--- src/design/cpu_macros.svh ---
`ifndef CPU_MACROS_SVH
`define CPU_MACROS_SVH

// Address and instruction widths.
`define CPU_ADDR_BITS 32
`define CPU_INST_BITS 32

// Next-pc select codes driven by the controller.
`define S1_PC_SEL_PLUS4    2'd0
`define S1_PC_SEL_OVERRIDE 2'd1
`define S1_PC_SEL_S3       2'd2
`define S1_PC_SEL_STALL    2'd3

// Major opcodes of the supported RV32I subset.
`define OPC_OP     7'b0110011
`define OPC_OP_IMM 7'b0010011
`define OPC_LUI    7'b0110111
`define OPC_JAL    7'b1101111
`define OPC_BRANCH 7'b1100011
`define OPC_SYSTEM 7'b1110011

// ALU funct3 values.
`define FN_ADD 3'b000
`define FN_SLL 3'b001
`define FN_SLT 3'b010
`define FN_XOR 3'b100
`define FN_SR  3'b101
`define FN_OR  3'b110
`define FN_AND 3'b111

// Branch funct3 values.
`define FN_BEQ 3'b000
`define FN_BNE 3'b001
`define FN_BLT 3'b100

`endif
--- src/design/cpu_pkg.sv ---
`include "cpu_macros.svh"

package cpu_pkg;

  // Widths that carry a meaning in the core.
  typedef logic [`CPU_ADDR_BITS-1:0] addr_t;
  typedef logic [`CPU_INST_BITS-1:0] inst_t;
  typedef logic [31:0] word_t;
  typedef logic [4:0] reg_idx_t;
  typedef logic [6:0] opcode_t;
  typedef logic [2:0] funct3_t;

  // Fields of one instruction as sliced in s1.
  typedef struct packed {
    addr_t pc;
    reg_idx_t rs1;
    reg_idx_t rs2;
    reg_idx_t rd;
    // I-type immediate, inst[31:20].
    logic [11:0] imm_i;
    // U and J immediate bits, inst[31:12].
    logic [19:0] imm_uj;
    // B and S immediate bits, {inst[31:25], inst[11:7]}.
    logic [11:0] imm_bs;
    opcode_t opcode;
    funct3_t func;
    // Selects SUB and SRA, inst[30].
    logic add_rshift_type;
  } decoded_t;

  // What s2 hands to s3.
  typedef struct packed {
    logic valid;
    reg_idx_t rd;
    logic we;
    word_t result;
    logic branch_taken;
    addr_t target;
    logic halt;
  } ex_result_t;

  // Controller state.
  typedef enum logic {
    ctrl_run,
    ctrl_halted
  } ctrl_state_e;

endpackage

--- src/design/cpu_core.sv ---
`timescale 1ns/1ps

module cpu_core import cpu_pkg::*; (
  input  logic     clk,
  input  logic     reset,
  output addr_t    imem_addr,
  input  inst_t    imem_inst,
  output logic     wb_valid,
  output reg_idx_t wb_rd,
  output word_t    wb_data,
  output logic     halted
);

  addr_t s3_pc;
  addr_t override_pc;
  logic [1:0] s1_pc_sel;
  decoded_t s1_dec;
  logic s1_kill;
  logic s2_kill;
  reg_idx_t rs1;
  reg_idx_t rs2;
  word_t rs1_data;
  word_t rs2_data;
  ex_result_t s2_res;
  ex_result_t s3_res;
  logic s3_redirect;
  logic s3_halt;

  // s1, fetch and decode.
  // The s1 pc travels inside s1_dec.
  fetch_decode_stage fetch_decode_stage_inst (
    .clk(clk),
    .reset(reset),
    .s1_imem_addr(imem_addr),
    .s1_pc(),
    .s3_pc(s3_pc),
    .override_pc(override_pc),
    .s1_pc_sel(s1_pc_sel),
    .s1_inst(imem_inst),
    .s1_dec(s1_dec)
  );

  // Written from s3, read in s2.
  register_file register_file_inst (
    .clk(clk),
    .reset(reset),
    .rs1(rs1),
    .rs2(rs2),
    .rs1_data(rs1_data),
    .rs2_data(rs2_data),
    .we(wb_valid),
    .rd(wb_rd),
    .rd_data(wb_data)
  );

  // s2, operand read and execute.
  execute_stage execute_stage_inst (
    .clk(clk),
    .reset(reset),
    .s1_dec(s1_dec),
    .s1_kill(s1_kill),
    .rs1(rs1),
    .rs2(rs2),
    .rs1_data(rs1_data),
    .rs2_data(rs2_data),
    .s3_res(s3_res),
    .s2_res(s2_res)
  );

  // s3, writeback and redirect.
  writeback_stage writeback_stage_inst (
    .clk(clk),
    .reset(reset),
    .s2_res(s2_res),
    .s2_kill(s2_kill),
    .s3_res(s3_res),
    .wb_valid(wb_valid),
    .wb_rd(wb_rd),
    .wb_data(wb_data),
    .s3_pc(s3_pc),
    .s3_redirect(s3_redirect),
    .s3_halt(s3_halt)
  );

  pipeline_control pipeline_control_inst (
    .clk(clk),
    .reset(reset),
    .s1_dec(s1_dec),
    .s3_redirect(s3_redirect),
    .s3_halt(s3_halt),
    .s1_pc_sel(s1_pc_sel),
    .override_pc(override_pc),
    .s1_kill(s1_kill),
    .s2_kill(s2_kill),
    .halted(halted)
  );

endmodule

--- src/design/pipeline_control.sv ---
`timescale 1ns/1ps
`include "cpu_macros.svh"

module pipeline_control import cpu_pkg::*; (
  input  logic       clk,
  input  logic       reset,
  input  decoded_t   s1_dec,
  input  logic       s3_redirect,
  input  logic       s3_halt,
  output logic [1:0] s1_pc_sel,
  output addr_t      override_pc,
  output logic       s1_kill,
  output logic       s2_kill,
  output logic       halted
);

  ctrl_state_e state_q;
  ctrl_state_e state_d;
  // First cycle after reset, no word has been read yet.
  logic first_q;
  addr_t jal_off;

  always_ff @(posedge clk) begin
    if (reset) begin
      state_q <= ctrl_run;
      first_q <= 1'b1;
    end else begin
      state_q <= state_d;
      first_q <= 1'b0;
    end
  end

  assign halted = (state_q == ctrl_halted);

  // J-type offset, target computed in s1.
  assign jal_off = {{11{s1_dec.imm_uj[19]}}, s1_dec.imm_uj[19], s1_dec.imm_uj[7:0],
                    s1_dec.imm_uj[8], s1_dec.imm_uj[18:9], 1'b0};
  assign override_pc = s1_dec.pc + jal_off;

  // Priority: stall, s3 redirect, JAL, sequential.
  always_comb begin
    state_d = state_q;
    s1_pc_sel = `S1_PC_SEL_PLUS4;
    s1_kill = 1'b0;
    s2_kill = 1'b0;
    if (halted || first_q) begin
      // Hold the address so the word at pc is fetched.
      s1_pc_sel = `S1_PC_SEL_STALL;
      s1_kill = 1'b1;
    end else if (s3_redirect || s3_halt) begin
      s1_pc_sel = `S1_PC_SEL_S3;
      s1_kill = 1'b1;
      s2_kill = 1'b1;
      if (s3_halt) begin
        state_d = ctrl_halted;
      end
    end else if (s1_dec.opcode == `OPC_JAL) begin
      s1_pc_sel = `S1_PC_SEL_OVERRIDE;
    end
  end

  // Only reset leaves the halted state.
  halt_sticky: assert property (@(posedge clk) $fell(halted) |-> $past(reset));

endmodule

--- src/design/writeback_stage.sv ---
`timescale 1ns/1ps

module writeback_stage import cpu_pkg::*; (
  input  logic       clk,
  input  logic       reset,
  input  ex_result_t s2_res,
  input  logic       s2_kill,
  output ex_result_t s3_res,
  output logic       wb_valid,
  output reg_idx_t   wb_rd,
  output word_t      wb_data,
  output addr_t      s3_pc,
  output logic       s3_redirect,
  output logic       s3_halt
);

  ex_result_t s3_q;

  // s3 pipeline register.
  // A kill drops every side effect of the entry.
  always_ff @(posedge clk) begin
    s3_q <= s2_res;
    if (reset || s2_kill) begin
      s3_q.valid <= 1'b0;
      s3_q.we <= 1'b0;
      s3_q.branch_taken <= 1'b0;
      s3_q.halt <= 1'b0;
    end
  end

  assign s3_res = s3_q;

  // Register write port and the retire strobe.
  assign wb_valid = s3_q.valid && s3_q.we;
  assign wb_rd = s3_q.rd;
  assign wb_data = s3_q.result;

  // Redirect requests to the controller.
  assign s3_pc = s3_q.target;
  assign s3_redirect = s3_q.valid && s3_q.branch_taken;
  assign s3_halt = s3_q.valid && s3_q.halt;

endmodule

--- src/design/execute_stage.sv ---
`timescale 1ns/1ps
`include "cpu_macros.svh"

module execute_stage import cpu_pkg::*; (
  input  logic       clk,
  input  logic       reset,
  input  decoded_t   s1_dec,
  input  logic       s1_kill,
  output reg_idx_t   rs1,
  output reg_idx_t   rs2,
  input  word_t      rs1_data,
  input  word_t      rs2_data,
  input  ex_result_t s3_res,
  output ex_result_t s2_res
);

  decoded_t s2_dec;
  logic s2_valid;
  word_t op_a;
  word_t op_b;
  word_t imm_ext;
  word_t alu_out;
  word_t result;
  addr_t branch_off;
  logic [4:0] shamt;
  logic is_sub;
  logic cond;
  logic writes_rd;
  logic is_ecall;

  // s2 pipeline register.
  always_ff @(posedge clk) begin
    s2_dec <= s1_dec;
    if (reset) begin
      s2_valid <= 1'b0;
    end else begin
      s2_valid <= !s1_kill;
    end
  end

  // Register reads happen in s2.
  assign rs1 = s2_dec.rs1;
  assign rs2 = s2_dec.rs2;

  // Forward the s3 result on a match with a nonzero destination.
  assign op_a = (s3_res.valid && s3_res.we && s3_res.rd != '0 && s3_res.rd == rs1) ?
                s3_res.result : rs1_data;
  assign op_b = (s3_res.valid && s3_res.we && s3_res.rd != '0 && s3_res.rd == rs2) ?
                s3_res.result : rs2_data;

  // Second ALU operand is the register or the sign-extended I-immediate.
  assign imm_ext = (s2_dec.opcode == `OPC_OP) ? op_b :
                   {{20{s2_dec.imm_i[11]}}, s2_dec.imm_i};
  assign shamt = imm_ext[4:0];
  // Bit 30 means SUB only for register ops.
  assign is_sub = (s2_dec.opcode == `OPC_OP) && s2_dec.add_rshift_type;

  always_comb begin
    case (s2_dec.func)
      `FN_ADD: alu_out = is_sub ? op_a - imm_ext : op_a + imm_ext;
      `FN_SLL: alu_out = op_a << shamt;
      `FN_SLT: alu_out = {31'b0, $signed(op_a) < $signed(imm_ext)};
      `FN_XOR: alu_out = op_a ^ imm_ext;
      // Arithmetic shift keeps the sign.
      `FN_SR:  alu_out = s2_dec.add_rshift_type ? word_t'($signed(op_a) >>> shamt) :
                         op_a >> shamt;
      `FN_OR:  alu_out = op_a | imm_ext;
      `FN_AND: alu_out = op_a & imm_ext;
      default: alu_out = '0;
    endcase
  end

  // Result mux by opcode.
  always_comb begin
    case (s2_dec.opcode)
      `OPC_LUI: result = {s2_dec.imm_uj, 12'b0};
      // Link address.
      `OPC_JAL: result = s2_dec.pc + 32'd4;
      default:  result = alu_out;
    endcase
  end

  // Branch compare on the forwarded operands.
  always_comb begin
    case (s2_dec.func)
      `FN_BEQ: cond = (op_a == op_b);
      `FN_BNE: cond = (op_a != op_b);
      `FN_BLT: cond = ($signed(op_a) < $signed(op_b));
      default: cond = 1'b0;
    endcase
  end

  // B-type offset rebuilt from the split immediate.
  assign branch_off = {{19{s2_dec.imm_bs[11]}}, s2_dec.imm_bs[11], s2_dec.imm_bs[0],
                       s2_dec.imm_bs[10:5], s2_dec.imm_bs[4:1], 1'b0};

  assign writes_rd = (s2_dec.opcode == `OPC_OP) || (s2_dec.opcode == `OPC_OP_IMM) ||
                     (s2_dec.opcode == `OPC_LUI) || (s2_dec.opcode == `OPC_JAL);
  assign is_ecall = (s2_dec.opcode == `OPC_SYSTEM) && (s2_dec.func == 3'b000) &&
                    (s2_dec.imm_i == 12'h000);

  always_comb begin
    s2_res.valid = s2_valid;
    s2_res.rd = s2_dec.rd;
    s2_res.we = s2_valid && writes_rd && (s2_dec.rd != '0);
    s2_res.result = result;
    s2_res.branch_taken = s2_valid && (s2_dec.opcode == `OPC_BRANCH) && cond;
    // A halt parks the pc on the ECALL itself.
    s2_res.target = is_ecall ? s2_dec.pc : s2_dec.pc + branch_off;
    s2_res.halt = s2_valid && is_ecall;
  end

  // A taken branch that reaches s3 is always a valid one, killed or not.
  no_taken_on_invalid: assert property (@(posedge clk) disable iff (reset)
    s3_res.branch_taken |-> s3_res.valid);

endmodule

--- src/design/register_file.sv ---
`timescale 1ns/1ps

module register_file import cpu_pkg::*; (
  input  logic     clk,
  input  logic     reset,
  input  reg_idx_t rs1,
  input  reg_idx_t rs2,
  output word_t    rs1_data,
  output word_t    rs2_data,
  input  logic     we,
  input  reg_idx_t rd,
  input  word_t    rd_data
);

  // x1 to x31; x0 has no storage.
  word_t regs [1:31];

  always_ff @(posedge clk) begin
    if (reset) begin
      for (int i = 1; i < 32; i++) begin
        regs[i] <= '0;
      end
    end else if (we && rd != '0) begin
      regs[rd] <= rd_data;
    end
  end

  // Reads see a write of the same cycle.
  assign rs1_data = (rs1 == '0) ? '0 : (we && rd == rs1) ? rd_data : regs[rs1];
  assign rs2_data = (rs2 == '0) ? '0 : (we && rd == rs2) ? rd_data : regs[rs2];

  // A write aimed at x0 leaves later reads of x0 at zero.
  x0_stays_zero: assert property (@(posedge clk) disable iff (reset)
    (we && rd == '0) ##1 (rs1 == '0 || rs2 == '0) |->
      ((rs1 != '0 || rs1_data == '0) && (rs2 != '0 || rs2_data == '0)));

endmodule

--- src/design/fetch_decode_stage.sv ---
`timescale 1ns/1ps
`include "cpu_macros.svh"

module fetch_decode_stage import cpu_pkg::*; (
  input  logic       clk,
  input  logic       reset,
  // Address sent to instruction memory, read back one cycle later.
  output addr_t      s1_imem_addr,
  // Address of the word now on s1_inst.
  output addr_t      s1_pc,
  input  addr_t      s3_pc,
  input  addr_t      override_pc,
  input  logic [1:0] s1_pc_sel,
  input  inst_t      s1_inst,
  output decoded_t   s1_dec
);

  addr_t pc;
  addr_t next_pc;

  // Next-pc mux.
  always_comb begin
    case (s1_pc_sel)
      `S1_PC_SEL_OVERRIDE: next_pc = override_pc;
      `S1_PC_SEL_S3:       next_pc = s3_pc;
      // Holding the address refetches the same word.
      `S1_PC_SEL_STALL:    next_pc = pc;
      default:             next_pc = pc + 32'd4;
    endcase
  end

  assign s1_imem_addr = next_pc;

  // The pc lags the memory address by the read latency.
  always_ff @(posedge clk) begin
    if (reset) begin
      pc <= '0;
    end else begin
      pc <= next_pc;
    end
  end

  assign s1_pc = pc;

  // Slice the fetched word into its fields.
  always_comb begin
    s1_dec.pc = pc;
    s1_dec.rs1 = s1_inst[19:15];
    s1_dec.rs2 = s1_inst[24:20];
    s1_dec.rd = s1_inst[11:7];
    s1_dec.imm_i = s1_inst[31:20];
    s1_dec.imm_uj = s1_inst[31:12];
    s1_dec.imm_bs = {s1_inst[31:25], s1_inst[11:7]};
    s1_dec.opcode = s1_inst[6:0];
    s1_dec.func = s1_inst[14:12];
    s1_dec.add_rshift_type = s1_inst[30];
  end

endmodule

--- config.mk ---
export PLATFORM = sky130hd
export DESIGN_NAME = cpu_core
export DESIGN_NICKNAME = d
export VERILOG_FILES = /design/src/design/cpu_pkg.sv /design/src/design/cpu_core.sv /design/src/design/pipeline_control.sv /design/src/design/writeback_stage.sv /design/src/design/execute_stage.sv /design/src/design/register_file.sv /design/src/design/fetch_decode_stage.sv
export VERILOG_INCLUDE_DIRS = /design/src /design/src/design
export SDC_FILE = /design/constraint.sdc
export NUM_CORES = 2
export LEC_CHECK = 0
export BUFFER_PORTS_ARGS = -buffer_cell sky130_fd_sc_hd__buf_2
export CORE_MARGIN = 2
export CORE_UTILIZATION = 30
export CTS_CLUSTER_DIAMETER = 150
export DETAILED_ROUTE_END_ITERATION = 8
export GPL_ROUTABILITY_DRIVEN = 1
export PLACE_DENSITY_LB_ADDON = 0.08
export SYNTH_ARGS = -nofsm -noshare
export SYNTH_HDL_FRONTEND = slang
export SYNTH_SLANG_ARGS = --single-unit
--- constraint.sdc ---
create_clock -name clk -period 10 [get_ports clk]
set_input_delay 2.5 -clock clk [delete_from_list [all_inputs] [get_ports clk]]
set_output_delay 2.5 -clock clk [all_outputs]
set_load 0.02 [all_outputs]
==> out/metrics.cfg <==
[run_status]
status = finished clean

[power]
switching_power_mw = 4.32
pwr-share-clk_pct = 40.1
seqPwrFrac_pct = 41.2
max-vdd-ir-drop_v = 0.000194
p_int_mw = 9.67
total_leakage_power_nw = 31.0
powerDensity_mw_per_mm2 = 167
p_comb_share_pct = 18.7
p_sw_share_pct = 30.9

[floorplan]
core_area_mm2 = 0.246
die_h_um = 502
start_util_pct = 30.2
io_pins = 105
design.die.area_mm2 = 0.252
die_w_um = 502
rows = 182

[grt]
met3_usage_pct = 4.18
antenna_found_initial = 53
globalRouteTotalUtil_pct = 27.5
gr-usage-met2_pct = 42.7
grt_start_max_net_pins = 90
busiest_layer = met2
grt_pass1_wl_um = 477000
gr-total-overflow = 0
grt_pass1_vias = 54074
grt_util_met1_pct = 39.4

[logic_synthesis]
ys_types = 109
syn_area_mm2 = 0.0744
synth_top_area_share_pct = 41.3
yosys_most_used_dff = edfxtp_1
synth.avg_cell_area_um2 = 12.0
synthTopCellsByArea = edfxtp_1, mux4_2, and2_1
yosysSeqAreaShare_pct = 45.9
async_flop_share_pct = 0
yosysWarnings = 0
synth-edff-count = 1024
synth_top_cell_by_area = edfxtp_1
synthCells = 6219
ys_ff_latch = 1196

[worst_setup_path]
cp-startpoint = imem_inst[21]
critical_path_required_ps = 7500
crit_path_start_kind = input port
cp.arrival_ps = 6260
cp-end-kind = output pin
crit_buf_inv = 2
cp_cell_sequence = buf_2 -> ha_1 -> fa_1 -> a21o_1 -> a21oi_1 -> o21ai_0 -> a22o_1 -> a221o_1 -> nand3_1 -> a31oi_1 -> o21ai_0 -> nand2b_1 -> a41oi_1 -> mux2i_1 -> nand2_1 -> buf_2
path_max_fanout = 4
cp_slowest_cell = fa_1
reg2reg_from = execute_stage_inst.s2_dec[29]
cpPeakStageDelay_ps = 410
cpLargestDelayFamily = compound AO/OA/AOI/OAI gates
crit_type = input port to output pin

[timing]
timing.slew.headroom_pct = 7.71
rsz0062_at_grt = false
finClkSkew_ps = 65.2
timing.final.ws_setup_ps = 1240
max_freq_mhz = 114
setup_tns_ps = 0
fin_crit_sh_pct = 87.6
holdWs_ps = 362
hold_violations = 0
slew_violations = 0
setup_viol = 0
max_slew.worst_pin.slew_ps = 1350
min_period_ps = 8760

[final_layout]
drive_gt1_share_pct = 20.2
mostFrequentLayoutCells = edfxtp_1, and2_1, mux4_2, nand2_1, nor2_1
nets = 6385
final_common_cell = edfxtp_1
stdcell_area_mm2 = 0.0836
area_growth_pct = 12.3
fillers = 24535

[cts]
clock-root-buffer = clkbuf_16
postCtsHoldBufs = 0
postCtsSetupRepairBufs = 0
clock_latency_ps = 850
cts_buffer_depth = 3
cts.sinks = 1196
cts_buffers = 154
cts_resized = 0
clkTransAtPathRegs_ps = 60
h-tree-depth = 4
cts_tree = done

[drt]
post_drt_wl_per_cell_um = 36.6
ant_nets = 0
routed_wirelength_um = 352000
first_iter_violations = 7350
vias = 55631
viasPerCell = 5.78
drt_pass1_iterations = 6
drc = 0

[min_path]
hold_class = register to register
worst_hold_startpoint = fetch_decode_stage_inst.s1_pc[0]

[placed_design]
place_area_mm2 = 0.0786
pre_cts_ws_ps = 1320
gp_congestion = 0.942
dp_hpwl_um = 226000
numPortBuffers = 104

[run]
cap_violations = 0

## state kept, by name, summed over array words and instances, names as in the netlist, 2 cells and up
register / cells
execute_stage_inst.s2_res: 4
fetch_decode_stage_inst.s1_pc: 32
writeback_stage_inst.wb_data: 32
writeback_stage_inst.wb_rd: 5
writeback_stage_inst.s3_pc: 32
execute_stage_inst.rs2: 4
execute_stage_inst.s2_dec: 54
execute_stage_inst.branch_off: 2
register_file_inst.regs: 1024
writeback_stage_inst.s3_res: 4
## power by group through the flow
stage / sequential, mW / combinational [mW] / clock (mW)
floorplan: 5.80 / 1.57 / 0
global placement: 5.87 / 2.59 / 0
detailed placement: 5.87 / 2.58 / 0
CTS: 5.77 / 2.59 / 5.71
global route: 5.79 / 2.74 / 5.89
finish: 5.77 / 2.61 / 5.60
## cells in the mapped netlist, types with 45 or more instances
| cell type | count |
|---|---|
| dfxtp_1 | 172 |
| nor3_1 | 95 |
| a21o_1 | 54 |
| or2_2 | 45 |
| and2_1 | 972 |
| xor2_1 | 45 |
| o22ai_1 | 64 |
| nor2b_1 | 59 |
| a21oi_1 | 219 |
| a211oi_1 | 50 |
| a22oi_1 | 77 |
| o21ai_0 | 239 |
| buf_2 | 93 |
| mux4_2 | 508 |
| ha_1 | 191 |
| inv_1 | 123 |
| mux2i_1 | 239 |
| o211ai_1 | 85 |
| nand3_1 | 85 |
| edfxtp_1 | 1024 |
| buf_4 | 58 |
| nor2_1 | 296 |
| nand2_1 | 314 |
| xnor2_1 | 71 |
| clkbuf_1 | 364 |
| mux2_2 | 63 |
## through the flow
step                cells  util, %  power (mW)
floorplan            6250        -        7.36
global placement     9312     31.9        8.46
detailed placement   9312     31.9        8.45
CTS                  9594     33.9        14.1
global route         9598     33.9        14.4
finish               9622     33.9        14.0
## cell families after synthesis
group | share of synthesized area, %
AOI/OAI and AO/OA | 10.2
xor gates and xnor gates | 1.37
adders and majority gates | 3.32
buffers and inverters | 4.49
DFF | 45.9
muxes | 19.6
other | 0.00504
and+or+nand+nor | 15.1
## layout make-up
class                           instances  area, µm²  share of cell area, %
Clock buffer                          189       4130                   4.94
Clock inverter                         93        831                  0.994
Inverter                              139        522                  0.624
Timing Repair Buffer                  329       2360                   2.82
Antenna cell                           28       70.1                 0.0838
Tap cell                             3312       4140                   4.96
Multi-Input combinational cell       4336      37300                   44.6
Sequential cell                      1196      34200                   40.9
## per-layer routing
layer / wire (µm) / up-vias
met2: 160000 / 2621
met3: 26200 / 456
met4: 10900 / 2
met5: 9 / -
li1: - / 23346
met1: 155000 / 29206
## path summary, 6_finish.rpt
path                                                          to  slack (ps)  depth (start not counted)
worst max-delay path                               imem_addr[31]        1240                         16
worst min-delay path               execute_stage_inst.s2_dec[70]         360                          0
worst max register to register  writeback_stage_inst.wb_data[25]        1990                         19
worst min register to register     execute_stage_inst.s2_dec[70]         360                          0
Note: power is estimated with default switching activity, not from simulation.
